## src/hdl/debug_consts.svh

```systemverilog
`ifndef DEBUG_CONSTS_SVH
`define DEBUG_CONSTS_SVH

// serial bit time in clk cycles
// kept small so simulation runs short
`define DBG_CLKS_PER_BIT 8

// transmit FIFO entries, power of two
`define DBG_FIFO_DEPTH 16

// instruction memory words, power of two
`define DBG_IMEM_WORDS 16

// host command bytes, ascii W S P R
`define DBG_CMD_WRITE 8'h57
`define DBG_CMD_STEP  8'h53
`define DBG_CMD_PEEK  8'h50
`define DBG_CMD_RESET 8'h52

// answer bytes, ascii K and ?
`define DBG_ANS_OK  8'h4b
`define DBG_ANS_BAD 8'h3f

`endif

```

## src/hdl/uart_pkg.sv

```systemverilog
package uart_pkg;

	// serial payload, one frame
	typedef logic [7:0] byte_t;

	// receiver phases
	typedef enum logic [1:0] {
		RX_IDLE,
		RX_START,
		RX_DATA,
		RX_STOP
	} rx_state_t;

	// transmitter phases
	typedef enum logic [1:0] {
		TX_IDLE,
		TX_START,
		TX_DATA,
		TX_STOP
	} tx_state_t;

endpackage

```

## src/hdl/debug_pkg.sv

```systemverilog
package debug_pkg;

	// pc and instruction width of the fetch stage
	typedef logic [31:0] word_t;

	// command FSM
	// idle    waiting for a command byte
	// collect gathering the four W data bytes
	// step    one-cycle fetch step before a dump
	// dump    pushing pc and instr, eight bytes
	// answer  pushing a single K or ?
	typedef enum logic [2:0] {
		DBG_IDLE,
		DBG_COLLECT,
		DBG_STEP,
		DBG_DUMP,
		DBG_ANSWER
	} dbg_state_t;

endpackage

```

## src/hdl/uart_rx.sv

```systemverilog
`timescale 1ns/1ps
`include "debug_consts.svh"

module uart_rx (
	input  logic            clk,
	input  logic            rst_n,
	input  logic            rx,
	output uart_pkg::byte_t rx_byte,
	output logic            rx_valid
);
	localparam int CLKS = `DBG_CLKS_PER_BIT;
	localparam int CNT_W = $clog2(CLKS);
	localparam logic [CNT_W-1:0] HALF = CNT_W'(CLKS / 2 - 1);
	localparam logic [CNT_W-1:0] LAST = CNT_W'(CLKS - 1);

	uart_pkg::rx_state_t state;
	logic                rx_meta;
	logic                rx_sync;
	logic [CNT_W-1:0]    cnt;
	logic [2:0]          bit_idx;
	uart_pkg::byte_t     shreg;

	// two-flop synchronizer, line idles high
	always_ff @(posedge clk) begin
		if (!rst_n) begin
			rx_meta <= 1'b1;
			rx_sync <= 1'b1;
		end else begin
			rx_meta <= rx;
			rx_sync <= rx_meta;
		end
	end

	//////////////////////////////////////////////////////////////////////
	// frame FSM
	// start bit checked at mid-bit, then every full bit time
	//////////////////////////////////////////////////////////////////////
	always_ff @(posedge clk) begin
		if (!rst_n) begin
			state    <= uart_pkg::RX_IDLE;
			cnt      <= '0;
			bit_idx  <= '0;
			rx_valid <= 1'b0;
		end else begin
			rx_valid <= 1'b0;
			case (state)
				uart_pkg::RX_IDLE: begin
					cnt <= '0;
					// falling edge of start bit
					if (!rx_sync)
						state <= uart_pkg::RX_START;
				end
				uart_pkg::RX_START: begin
					if (cnt == HALF) begin
						cnt     <= '0;
						bit_idx <= '0;
						// glitch, line back high
						state   <= rx_sync ? uart_pkg::RX_IDLE : uart_pkg::RX_DATA;
					end else begin
						cnt <= cnt + 1'b1;
					end
				end
				uart_pkg::RX_DATA: begin
					if (cnt == LAST) begin
						cnt <= '0;
						if (bit_idx == 3'd7)
							state <= uart_pkg::RX_STOP;
						else
							bit_idx <= bit_idx + 1'b1;
					end else begin
						cnt <= cnt + 1'b1;
					end
				end
				default: begin
					// middle of stop bit, no framing check
					if (cnt == LAST) begin
						rx_valid <= 1'b1;
						state    <= uart_pkg::RX_IDLE;
					end else begin
						cnt <= cnt + 1'b1;
					end
				end
			endcase
		end
	end

	// lsb first, shift in from the top
	always_ff @(posedge clk) begin
		if (state == uart_pkg::RX_DATA && cnt == LAST)
			shreg <= {rx_sync, shreg[7:1]};
	end

	assign rx_byte = shreg;

endmodule

```

## src/hdl/uart_tx.sv

```systemverilog
`timescale 1ns/1ps
`include "debug_consts.svh"

module uart_tx (
	input  logic            clk,
	input  logic            rst_n,
	input  uart_pkg::byte_t head_byte,
	input  logic            empty,
	output logic            pop,
	output logic            tx
);
	localparam int CLKS = `DBG_CLKS_PER_BIT;
	localparam int CNT_W = $clog2(CLKS);
	localparam logic [CNT_W-1:0] LAST = CNT_W'(CLKS - 1);

	uart_pkg::tx_state_t state;
	logic [CNT_W-1:0]    cnt;
	logic [2:0]          bit_idx;
	uart_pkg::byte_t     shreg;

	// fifo head is fall-through, take it as we leave idle
	assign pop = (state == uart_pkg::TX_IDLE) && !empty;

	always_ff @(posedge clk) begin
		if (!rst_n) begin
			state   <= uart_pkg::TX_IDLE;
			cnt     <= '0;
			bit_idx <= '0;
		end else begin
			case (state)
				uart_pkg::TX_IDLE: begin
					cnt     <= '0;
					bit_idx <= '0;
					if (!empty)
						state <= uart_pkg::TX_START;
				end
				uart_pkg::TX_START: begin
					cnt <= (cnt == LAST) ? '0 : cnt + 1'b1;
					if (cnt == LAST)
						state <= uart_pkg::TX_DATA;
				end
				uart_pkg::TX_DATA: begin
					cnt <= (cnt == LAST) ? '0 : cnt + 1'b1;
					if (cnt == LAST) begin
						if (bit_idx == 3'd7)
							state <= uart_pkg::TX_STOP;
						bit_idx <= bit_idx + 1'b1;
					end
				end
				default: begin
					cnt <= (cnt == LAST) ? '0 : cnt + 1'b1;
					if (cnt == LAST)
						state <= uart_pkg::TX_IDLE;
				end
			endcase
		end
	end

	// shift register, lsb goes out first
	always_ff @(posedge clk) begin
		if (pop)
			shreg <= head_byte;
		else if (state == uart_pkg::TX_DATA && cnt == LAST)
			shreg <= {1'b0, shreg[7:1]};
	end

	// line level per phase
	always_comb begin
		case (state)
			uart_pkg::TX_START: tx = 1'b0;
			uart_pkg::TX_DATA:  tx = shreg[0];
			default:            tx = 1'b1;
		endcase
	end

endmodule

```

## src/hdl/byte_fifo.sv

```systemverilog
`timescale 1ns/1ps
`include "debug_consts.svh"

module byte_fifo (
	input  logic            clk,
	input  logic            rst_n,
	input  logic            push,
	input  uart_pkg::byte_t push_byte,
	input  logic            pop,
	output uart_pkg::byte_t head_byte,
	output logic            full,
	output logic            empty
);
	localparam int DEPTH = `DBG_FIFO_DEPTH;
	localparam int AW = $clog2(DEPTH);

	uart_pkg::byte_t mem [DEPTH];
	// extra msb tells full from empty
	logic [AW:0]     wr_ptr;
	logic [AW:0]     rd_ptr;
	logic            do_push;
	logic            do_pop;

	assign do_push = push && !full;
	assign do_pop  = pop && !empty;

	always_ff @(posedge clk) begin
		if (!rst_n) begin
			wr_ptr <= '0;
			rd_ptr <= '0;
		end else begin
			if (do_push)
				wr_ptr <= wr_ptr + 1'b1;
			if (do_pop)
				rd_ptr <= rd_ptr + 1'b1;
		end
	end

	// storage
	always_ff @(posedge clk) begin
		if (do_push)
			mem[wr_ptr[AW-1:0]] <= push_byte;
	end

	// first-word fall-through head
	assign head_byte = mem[rd_ptr[AW-1:0]];
	assign empty     = (wr_ptr == rd_ptr);
	assign full      = (wr_ptr[AW] != rd_ptr[AW]) && (wr_ptr[AW-1:0] == rd_ptr[AW-1:0]);

endmodule

```

## src/hdl/fetch_stage.sv

```systemverilog
`timescale 1ns/1ps
`include "debug_consts.svh"

module fetch_stage (
	input  logic             clk,
	input  logic             rst_n,
	input  logic             step,
	input  logic             clear,
	input  logic             wr_en,
	input  debug_pkg::word_t wr_data,
	output debug_pkg::word_t pc,
	output debug_pkg::word_t instr
);
	localparam int WORDS = `DBG_IMEM_WORDS;
	localparam int IDX_W = $clog2(WORDS);
	// byte address wraps at four times the word count
	localparam debug_pkg::word_t PC_MASK = 32'(WORDS * 4 - 1);

	debug_pkg::word_t pc_q;
	logic [IDX_W-1:0] wr_idx;
	debug_pkg::word_t mem [WORDS];

	//////////////////////////////////////////////////////////////////////
	// pc and write index
	//////////////////////////////////////////////////////////////////////
	always_ff @(posedge clk) begin
		if (!rst_n) begin
			pc_q   <= '0;
			wr_idx <= '0;
		end else if (clear) begin
			// clear wins over step
			pc_q   <= '0;
			wr_idx <= '0;
		end else begin
			if (step)
				pc_q <= (pc_q + 32'd4) & PC_MASK;
			if (wr_en)
				wr_idx <= wr_idx + 1'b1;
		end
	end

	// instruction memory, zero after reset, kept over clear
	always_ff @(posedge clk) begin
		if (!rst_n) begin
			for (int i = 0; i < WORDS; i++)
				mem[i] <= '0;
		end else if (wr_en) begin
			mem[wr_idx] <= wr_data;
		end
	end

	assign pc    = pc_q;
	// word index is pc / 4
	assign instr = mem[pc_q[IDX_W+1:2]];

endmodule

```

## src/hdl/debug_unit.sv

```systemverilog
`timescale 1ns/1ps
`include "debug_consts.svh"

module debug_unit (
	input  logic             clk,
	input  logic             rst_n,
	input  uart_pkg::byte_t  rx_byte,
	input  logic             rx_valid,
	input  debug_pkg::word_t pc,
	input  debug_pkg::word_t instr,
	output logic             step,
	output logic             clear,
	output logic             wr_en,
	output debug_pkg::word_t wr_data,
	output logic             push,
	output uart_pkg::byte_t  push_byte,
	input  logic             full
);
	debug_pkg::dbg_state_t state;
	logic [1:0]            col_cnt;
	logic [2:0]            dump_cnt;
	// snapshot taken in first dump cycle
	logic                  snap_ok;
	logic [63:0]           snap;
	uart_pkg::byte_t       ans_byte;
	logic                  wr_en_q;
	logic                  clear_q;

	//////////////////////////////////////////////////////////////////////
	// command FSM
	//////////////////////////////////////////////////////////////////////
	always_ff @(posedge clk) begin
		if (!rst_n) begin
			state    <= debug_pkg::DBG_IDLE;
			col_cnt  <= '0;
			dump_cnt <= '0;
			snap_ok  <= 1'b0;
			wr_en_q  <= 1'b0;
			clear_q  <= 1'b0;
		end else begin
			// single-cycle strobes
			wr_en_q <= 1'b0;
			clear_q <= 1'b0;
			case (state)
				debug_pkg::DBG_IDLE: begin
					if (rx_valid) begin
						case (rx_byte)
							`DBG_CMD_WRITE: begin
								col_cnt <= '0;
								state   <= debug_pkg::DBG_COLLECT;
							end
							`DBG_CMD_STEP: state <= debug_pkg::DBG_STEP;
							`DBG_CMD_PEEK: state <= debug_pkg::DBG_DUMP;
							`DBG_CMD_RESET: begin
								clear_q <= 1'b1;
								state   <= debug_pkg::DBG_ANSWER;
							end
							default: state <= debug_pkg::DBG_ANSWER;
						endcase
					end
				end
				debug_pkg::DBG_COLLECT: begin
					// fourth data byte completes the word
					if (rx_valid) begin
						col_cnt <= col_cnt + 1'b1;
						if (col_cnt == 2'd3) begin
							wr_en_q <= 1'b1;
							state   <= debug_pkg::DBG_ANSWER;
						end
					end
				end
				// step strobe lives in this state
				debug_pkg::DBG_STEP: state <= debug_pkg::DBG_DUMP;
				debug_pkg::DBG_DUMP: begin
					if (!snap_ok) begin
						snap_ok <= 1'b1;
					end else if (!full) begin
						dump_cnt <= dump_cnt + 1'b1;
						if (dump_cnt == 3'd7) begin
							snap_ok <= 1'b0;
							state   <= debug_pkg::DBG_IDLE;
						end
					end
				end
				default: begin
					// single answer byte, wait for room
					if (!full)
						state <= debug_pkg::DBG_IDLE;
				end
			endcase
		end
	end

	// payload registers
	always_ff @(posedge clk) begin
		if (state == debug_pkg::DBG_IDLE && rx_valid)
			ans_byte <= (rx_byte == `DBG_CMD_WRITE || rx_byte == `DBG_CMD_RESET) ?
				`DBG_ANS_OK : `DBG_ANS_BAD;
		// lsb arrives first
		if (state == debug_pkg::DBG_COLLECT && rx_valid)
			wr_data <= {rx_byte, wr_data[31:8]};
		// pc in low half, instr in high half
		if (state == debug_pkg::DBG_DUMP && !snap_ok)
			snap <= {instr, pc};
	end

	assign step  = (state == debug_pkg::DBG_STEP);
	assign wr_en = wr_en_q;
	assign clear = clear_q;

	// fifo push, byte held while full
	always_comb begin
		push      = 1'b0;
		push_byte = ans_byte;
		if (state == debug_pkg::DBG_ANSWER) begin
			push = !full;
		end else if (state == debug_pkg::DBG_DUMP && snap_ok) begin
			push      = !full;
			push_byte = snap[{dump_cnt, 3'b000} +: 8];
		end
	end

endmodule

```

## src/hdl/debug_top.sv

```systemverilog
`timescale 1ns/1ps

module debug_top (
	input  logic clk,
	input  logic rst_n,
	input  logic rx,
	output logic tx
);
	// receive side
	uart_pkg::byte_t  rx_byte;
	logic             rx_valid;
	// fetch stage control and status
	debug_pkg::word_t pc;
	debug_pkg::word_t instr;
	logic             step;
	logic             clear;
	logic             wr_en;
	debug_pkg::word_t wr_data;
	// answer path into the transmit fifo
	logic             push;
	uart_pkg::byte_t  push_byte;
	logic             full;
	uart_pkg::byte_t  head_byte;
	logic             empty;
	logic             pop;

	uart_rx uart_rx_inst (
		.clk      (clk),
		.rst_n    (rst_n),
		.rx       (rx),
		.rx_byte  (rx_byte),
		.rx_valid (rx_valid)
	);

	debug_unit debug_unit_inst (
		.clk       (clk),
		.rst_n     (rst_n),
		.rx_byte   (rx_byte),
		.rx_valid  (rx_valid),
		.pc        (pc),
		.instr     (instr),
		.step      (step),
		.clear     (clear),
		.wr_en     (wr_en),
		.wr_data   (wr_data),
		.push      (push),
		.push_byte (push_byte),
		.full      (full)
	);

	fetch_stage fetch_stage_inst (
		.clk     (clk),
		.rst_n   (rst_n),
		.step    (step),
		.clear   (clear),
		.wr_en   (wr_en),
		.wr_data (wr_data),
		.pc      (pc),
		.instr   (instr)
	);

	byte_fifo byte_fifo_inst (
		.clk       (clk),
		.rst_n     (rst_n),
		.push      (push),
		.push_byte (push_byte),
		.pop       (pop),
		.head_byte (head_byte),
		.full      (full),
		.empty     (empty)
	);

	uart_tx uart_tx_inst (
		.clk       (clk),
		.rst_n     (rst_n),
		.head_byte (head_byte),
		.empty     (empty),
		.pop       (pop),
		.tx        (tx)
	);

endmodule

```

## config.mk

```make
export PLATFORM = sky130hd
export DESIGN_NAME = debug_top
export DESIGN_NICKNAME = d
export VERILOG_FILES = /design/src/hdl/uart_pkg.sv /design/src/hdl/debug_pkg.sv /design/src/hdl/uart_rx.sv /design/src/hdl/uart_tx.sv /design/src/hdl/byte_fifo.sv /design/src/hdl/fetch_stage.sv /design/src/hdl/debug_unit.sv /design/src/hdl/debug_top.sv
export VERILOG_INCLUDE_DIRS = /design/src /design/src/hdl
export SDC_FILE = /design/constraint.sdc
export NUM_CORES = 1
export LEC_CHECK = 0
export BUFFER_PORTS_ARGS = -buffer_cell sky130_fd_sc_hd__buf_4
export CORE_MARGIN = 2
export CORE_UTILIZATION = 55
export DETAILED_ROUTE_END_ITERATION = 10
export PLACE_DENSITY = 0.81
export SYNTH_ARGS = -nofsm -noshare
export SYNTH_HDL_FRONTEND = slang
export SYNTH_HIERARCHICAL = 1
export SYNTH_SLANG_ARGS = --single-unit
```

## constraint.sdc

```tcl
create_clock -name clk -period 4.71 [get_ports clk]
set_clock_uncertainty 0.05 [all_clocks]
set_input_delay 0.2355 -clock clk [delete_from_list [all_inputs] [get_ports clk]]
set_output_delay 0.2355 -clock clk [all_outputs]
set_load 0.1 [all_outputs]
```

==> run summary, run 1 <==
Status = finished clean
Die Y = 256 um
Post-DP HPWL = 46.1 mm
Max-slew headroom = 10.0%
Reg-to-reg startpoint = byte_fifo_inst/wr_ptr[2]
Cells after DPL = 2,848
Vias in the first global route = 19,200
First-pass GRT wire length = 122 mm
DR pass1 iterations = 5
Vias = 18,700
Post-synthesis instance total = 2,123
Layout cells sized above 1 = 16.7%
Hold depth = 3
Synth area leader = edfxtp_1
Ports = 4
Post-cts sizing count = 0
Sequential fraction of the synthesis area = 67.8%
Avg Cell Area, Syn = 16.5 um2
Root Buffer = clkbuf_16
Core ar. = 63,100 um2
Tightest Pin Transition = 1350 ps
Max Freq = 336 MHz
Clk sinks = 810
Post-synth ARST share = 0%
CP delay by family, top = simple AND/OR/NAND/NOR gates
Max Root-Sink Buffers = 3
Layout area overhead = 9.51%
Clk slew on worst S/H paths = 70 ps
FP Rows = 92
WHS = 310 ps
Hold Violations, Final = 0
Stages on worst setup path = 8
Buf/Inv on CP = 2
Peak VDD IR = 272 uV
H-Tree Depth = 3
Initial drt markers = 2,172
Area of the multi-input gates = 10,600 um2
Synth top area share = 64.6%
Syn. warnings = 6
Min cycle time layout = 2970 ps
P per Cell Area = 384 nW/um2
Critical Path Fanout Max = 14
Chip width = 256 um
Lkg Pwr = 12.7 nW
Critical path arrival = 3480 ps
Critical path class = flop to flop
Layout Cells excl Fill = 2,988
Yosys reg bits = 810
Reg2Reg Setup Slack = 1740 ps
WL per Instance = 27.1 um
Final #Nets = 2,115
Setup TNS = 0 ps
Initial Utilization = 55.6%
Worst skew pair latency = 630 ps
Post-synthesis cell area = 35,100 um2
Hold Path Class = input pin to flop
Overflow left after global routing = 0
Final Core Density = 60.9%
CP endpoint kind = flop
Slowest-stage cell, CP = nor2b_1
Sequential Area = 23,800 um2
Post-CTS setup buffers = 0
Worst setup margin = 1740 ps
Final Max Slew Viols = 0
Worst Hold Path EP = uart_rx_inst/rx_meta
Synth area leaders = edfxtp_1 65%, mux4_2 10%, and2_1 9.4%
Vias per cell = 6.27
Hold wc startpoint = rx
All-Layer GR Usage = 24.9%
Port bufs = 3
TritonCTS clock tree = built
Antenna viol nets, final = 0
Worst endpoint required time = 5220 ps
Pin count of the biggest net entering global routing = 72
Post-Place Setup Slack = 1820 ps
Ordered list of cells on the worst path = xor2_1 > nor4_1 > buf_4 > and2_1 > nor2b_1 > inv_1 > a21oi_2 > mux2i_1
Count leader, synth = edfxtp_1
Max stage delay on crit path = 1030 ps
Synth cell count leaders = 754 x edfxtp_1, 524 x and2_1, 157 x mux4_2
RSZ-0062 raised after global routing = no
Initial antenna violation count = 0
Synth cell types = 67
Post-detailed-route DRC marker count = 0
Primary FF master, synth = edfxtp_1
DIE AREA = 65,800 um2
R2r worst-path depth = 8
Max-cap violation count = 0
Final period utilization = 63.2%
GP Congestion = 0.808
Final setup viols = 0
Fill cells = 4,357
CTS Buf Count = 80
Final wirelength = 80.9 mm
EDFF count, synth = 754
Critical Path Source Type = flop
==> layout make-up <==
type                       instances  share of cell area [%]
antenna                            1                 0.00652
clock buffer                      93                    5.45
inverter                          16                   0.156
multi-input combinational       1139                    27.6
sequential                       810                    61.9
timing repair buffer              38                   0.880
clock inverter                    45                    1.27
tap                              846                    2.76
==> worst max path at each step <==
stage	startpoint	end	slack (ps)
after floorplan	debug_unit_inst/state[0]	debug_unit_inst/snap[0]	830
after global placement	byte_fifo_inst/wr_ptr[2]	byte_fifo_inst/mem[15][2]	1880
after detailed placement	byte_fifo_inst/wr_ptr[2]	byte_fifo_inst/mem[15][2]	1820
after CTS	byte_fifo_inst/wr_ptr[2]	flop	1770
after global routing	byte_fifo_inst/wr_ptr[1]	flop	1510
final	byte_fifo_inst/wr_ptr[2]	flop	1740
==> registers in the layout, summed over array words and instances (netlist names), 4 cells and up, named ones only <==
signal and cells:
byte_fifo_inst/mem 128, uart_tx_inst/shreg 8, fetch_stage_inst/pc 4, uart_rx_inst/rx_byte 8
byte_fifo_inst/rd_ptr 5, byte_fifo_inst/wr_ptr 5, debug_unit_inst/snap 64, fetch_stage_inst/wr_idx 4
debug_unit_inst/wr_data 32, fetch_stage_inst/mem 512
==> layer usage <==
layer | share of wire [%] | vias to the layer above | global-route usage, %
li1 | - | 7883 | -
met1 | 37 | 9559 | 33.0
met2 | 49 | 1113 | 40.4
met3 | 10 | 191 | 4.96
met4 | 4.1 | 0 | 11.0
met5 | 0 | - | 0
==> logic make-up (layout without fill, tap and decap cells) <==
family                     after synthesis  in the layout  synth area share [%]
buffers and inverters                  201            192                  2.86
xor gates and xnor gates                16             16                 0.400
AOI/OAI and AO/OA                      125            125                  2.59
and+or+nand+nor                        729            729                  12.4
adders and majority gates               27             27                 0.964
DFF                                    810            810                  67.8
other                                    1             29                0.0107
muxes                                  214            214                  13.0
==> what timing repair did <==
| item | CTS | global route |
|---|---|---|
| hold endpoints to repair | 1 | 0 |
| endpoints found under the setup margin | 0 | 0 |
| hold buffers | 1 | 0 |
==> stage by stage <==
step	total power [W]	instance area, um2
2_1_floorplan	0.00843	35200
3_3_place_gp	0.00852	35800
3_5_place_dp	0.00855	35800
4_1_cts	0.0148	38400
5_1_grt	0.0151	38400
6_report	0.0147	38400
==> power by group <==
group	leakage (nW)	total [W]	internal, W	switching (W)
clock	1.26	0.00634	0.00368	0.00266
sequential	7.38	0.00811	0.00804	0.0000636
combinational	4.03	0.000296	0.0000991	0.000197
==> worst register-to-register path, stage by stage (launching register included) <==
cell     delay [ps]
dfxtp_1         480
xor2_1          170
nor4_1           60
buf_4           170
and2_1          190
nor2b_1        1030
inv_1           190
a21oi_2         320
mux2i_1         240
==> layout by cell type, fill, tap and decap left out, types with 4 or more instances in the layout <==
| master | instances |
|---|---|
| edfxtp_1 | 754 |
| and2_1 | 523 |
| mux4_2 | 157 |
| clkbuf_16 | 81 |
| nand2_1 | 72 |
| a22oi_1 | 64 |
| dfxtp_1 | 53 |
| buf_4 | 33 |
| conb_1 | 28 |
| mux4_1 | 27 |
| and3_1 | 27 |
| ha_1 | 27 |
| mux2i_1 | 23 |
| nor2_1 | 21 |
| inv_1 | 16 |
| clkinv_1 | 13 |
| xor2_1 | 12 |
| nor2b_1 | 12 |
| nand3_1 | 11 |
| clkbuf_1 | 10 |
| clkinv_2 | 10 |
| nand2b_1 | 9 |
| nand4_1 | 9 |
| bufinv_16 | 9 |
| nor2_4 | 9 |
| a21oi_1 | 8 |
| o21ai_4 | 8 |
| nand2b_2 | 8 |
| o211ai_1 | 7 |
| mux2_2 | 7 |
| nand3b_1 | 5 |
| xnor2_1 | 4 |
| inv_6 | 4 |
| clkinvlp_4 | 4 |
| clkinv_4 | 4 |
| o21ai_0 | 4 |
| buf_12 | 4 |
No activity file was read; power rests on OpenSTA's default activity.
==> run 2: changes to the inputs <==
--- a/config.mk
+++ b/config.mk
@@ -6,6 +6,7 @@
 export SDC_FILE = /design/constraint.sdc
 export NUM_CORES = 1
 export LEC_CHECK = 0
+export ABC_AREA = 1
 export BUFFER_PORTS_ARGS = -buffer_cell sky130_fd_sc_hd__buf_4
 export CORE_MARGIN = 2
 export CORE_UTILIZATION = 55
==> constraint.sdc (replaced) <==
create_clock -name clk -period 3 [get_ports clk]
set_clock_uncertainty 0.05 [all_clocks]
set_input_delay 0.15 -clock clk [delete_from_list [all_inputs] [get_ports clk]]
set_output_delay 0.15 -clock clk [all_outputs]
set_load 0.1 [all_outputs]
==> run 2 against run 1 <==
  * Sequential cell count did not move
  * Core utilization down 0.29 points
  * Via count rose by 43%
  * Wire length increased by 17%
  * Sequential share of layout area down 3.3 points
  * Clock-buffer cell count is 18 higher
  * Non-clock buffer count is 41 higher
  * Fmax grew 5.1%
  * Design area up 5.6%
  * Highest routed layer is now met5
  * Synthesized cell count up 82%
  * Total power grew 76%
  * Critical path depth up 2
  * Largest cell class unchanged
==> run summary, run 2 <==
Clk slew on worst S/H paths = 60 ps (about the same)
Initial drt markers = 3,723 (+71%)
Hold Violations, Final = 0 (unchanged)
Final period utilization = 94.3% (+31 points)
Max-slew headroom = 41.0% (+31 points)
Layout area overhead = 9.35%
Max Freq = 353 MHz (+5.1%)
Overflow left after global routing = 0 (unchanged)
Syn. warnings = 6 (unchanged)
Avg Cell Area, Syn = 9.57 um2 (-42%)
Top reg by flops = fetch_stage_inst/mem
Slowest-stage cell, CP = nor2_1
Critical Path Fanout Max = 8 (-6)
H-Tree Depth = 3 (unchanged)
Clk sinks = 810 (unchanged)
Worst skew pair latency = 640 ps (about the same)
First-pass GRT wire length = 145 mm (+19%)
Max stage delay on crit path = 560 ps (-470 ps)
Placed inst area = 37,900 um2 (+6.0%)
Setup TNS = 0 ps (unchanged)
DIE AREA = 69,500 um2 (+5.7%)
N_diodes = 0 (-1)
Ports = 4 (unchanged)
Initial antenna violation count = 1 (+1)
# hold bufs at CTS = 2 (+1)
Core ar. = 66,900 um2 (+6.1%)
Port bufs = 3 (unchanged)
Critical Path Source Type = flop
TritonCTS clock tree = built
Post-synth ARST share = 0% (unchanged)
Final Max Slew Viols = 0 (unchanged)
Post-detailed-route DRC marker count = 0 (unchanged)
Vias per cell = 5.65 (-9.9%)
Synth area leaders = edfxtp_1 61%, nand2_1 8.8%, nand3_1 6.5%
Top cell by count, worst path = nand2_1
Final #Nets = 3,839 (+82%)
All-Layer GR Usage = 27.1% (+2.2 points)
Primary FF master, synth = edfxtp_1
Antenna viol nets, final = 0 (unchanged)
Biggest regs = fetch_stage_inst/mem (512), byte_fifo_inst/mem (128), debug_unit_inst/snap (64)
Root Buffer = clkbuf_16
Stages on worst setup path = 10 (+2)
Pin count of the biggest net entering global routing = 153 (+110%)
Total power = 0.0260 W (+76%)
Commonest non-fill, non-tap cell in the layout = nand2_1
Max FFs per register = 512 (unchanged)
Final wirelength = 94.3 mm (+17%)
Count leader, synth = nand2_1
Tightest Pin Transition = 884 ps (-463 ps)
Critical path arrival = 3050 ps (-430 ps)
Most frequent cells in the layout = 854 x nand2_1, 754 x edfxtp_1, 620 x nor2_1, 547 x inv_1, 483 x nand3_1
R2r worst-path depth = 10 (+2)
Post-synthesis cell area = 37,100 um2 (+5.7%)
Worst endpoint required time = 3220 ps (-2000 ps)
Synth cell count leaders = 870 x nand2_1, 754 x edfxtp_1, 620 x nor2_1
Synth top area share = 61.1% (-3.5 points)
Final setup viols = 0 (unchanged)
Critical path class = flop to flop
Sequential Area = 23,800 um2 (about the same)
Area of the multi-input gates = 10,100 um2 (-4.9%)
Design area = 40,500 um2 (+5.6%)
Hold Path Class = input pin to flop
Max Root-Sink Buffers = 3 (unchanged)
Ordered list of cells on the worst path = nand2_1 > nand2_1 > nor2_4 > nand3_4 > inv_1 > o41ai_1 > nand2_4 > inv_6 > nand2_2 > nor2_1
Status = finished clean
Post-CTS setup buffers = 0 (unchanged)
Post-synthesis instance total = 3,874 (+82%)
Fill cells = 5,137 (+18%)
FP Rows = 95 (+3.3%)
CP endpoint kind = flop
CP delay by family, top = simple AND/OR/NAND/NOR gates
Post-DP HPWL = 52.1 mm (+13%)
DR pass1 iterations = 7 (+2)
Min cycle time layout = 2830 ps (-145 ps)
Vias = 26,900 (+43%)
Layout cells sized above 1 = 7.40% (-9.3 points)
Chip width = 264 um (+2.8%)
Max-cap violation count = 0 (unchanged)
Post-cts sizing count = 0 (unchanged)
Vias in the first global route = 25,800 (+35%)
Hold depth = 3 (unchanged)
Peak VDD IR = 551 uV (+100%)
Initial Utilization = 55.4% (-0.18 points)
RSZ-0062 raised after global routing = no
Sequential fraction of the synthesis area = 64.1% (-3.7 points)
Die Y = 264 um (+2.8%)
CTS Buf Count = 81 (+1.3%)
WL per Instance = 19.9 um (-27%)
Buf/Inv on CP = 2 (unchanged)
Lkg Pwr = 17.0 nW (+35%)
EDFF count, synth = 754 (unchanged)
Yosys reg bits = 810 (unchanged)
Synth cell types = 47 (-30%)
Synth area leader = edfxtp_1
GP Congestion = 0.877 (+8.5%)
P per Cell Area = 642 nW/um2 (+67%)
## run 2: final cells by class
class,instances,area share [%]
inverter,566,5.29
tap,873,2.69
multi-input combinational,2271,24.8
clock inverter,39,0.954
clock buffer,111,5.43
sequential,810,58.7
timing repair buffer,79,2.15
## run 2: cell families after synthesis
group | share of synthesized area [%]
flops | 64.1
other cells | 0.0101
compound gates | 2.71
buf+inv | 9.16
fa+ha+maj | 0.911
xor+xnor | 0.138
simple gates | 23.0
## run 2: tightest hold or removal path: stages
cell and delay, ps:
dlygate4sd3_1 540, buf_4 100, or2_2 90
## run 2: path summary, 6_finish.rpt
| check | to | slack [ps] | from |
|---|---|---|---|
| max reg2reg | byte_fifo_inst/mem[11][0] | 170 | byte_fifo_inst/wr_ptr[2] |
| min reg2reg | uart_rx_inst/rx_sync | 350 | uart_rx_inst/rx_meta |
| min | uart_rx_inst/rx_meta | 220 | rx |
| max | byte_fifo_inst/mem[11][0] | 170 | byte_fifo_inst/wr_ptr[2] |
## run 2: power breakdown
| part | internal (W) | switching (W) | total [W] |
|---|---|---|---|
| Sequential | 0.0129 | 0.000423 | 0.0133 |
| Combinational | 0.000909 | 0.00189 | 0.00280 |
| Clock | 0.00569 | 0.00423 | 0.00992 |
| Total | 0.0195 | 0.00654 | 0.0260 |
## run 2: routing by layer
metal	up-vias	share of wire (%)	GRT usage, %
met2	1683	47	44.0
met3	326	12	5.54
met4	2	5.3	13.9
met1	12600	36	34.7
met5	-	0.012	0
li1	12300	-	-
## run 2: per-stage QoR
step	utilization (%)	worst slack [ps]	hold WS, ps	cells
CTS	60.6	168	185	4749
global placement	56.7	267	290	4597
global route	60.6	31.9	223	4749
detailed placement	56.7	222	292	4597
floorplan	-	279	207	3901
finish	60.6	170	223	4749
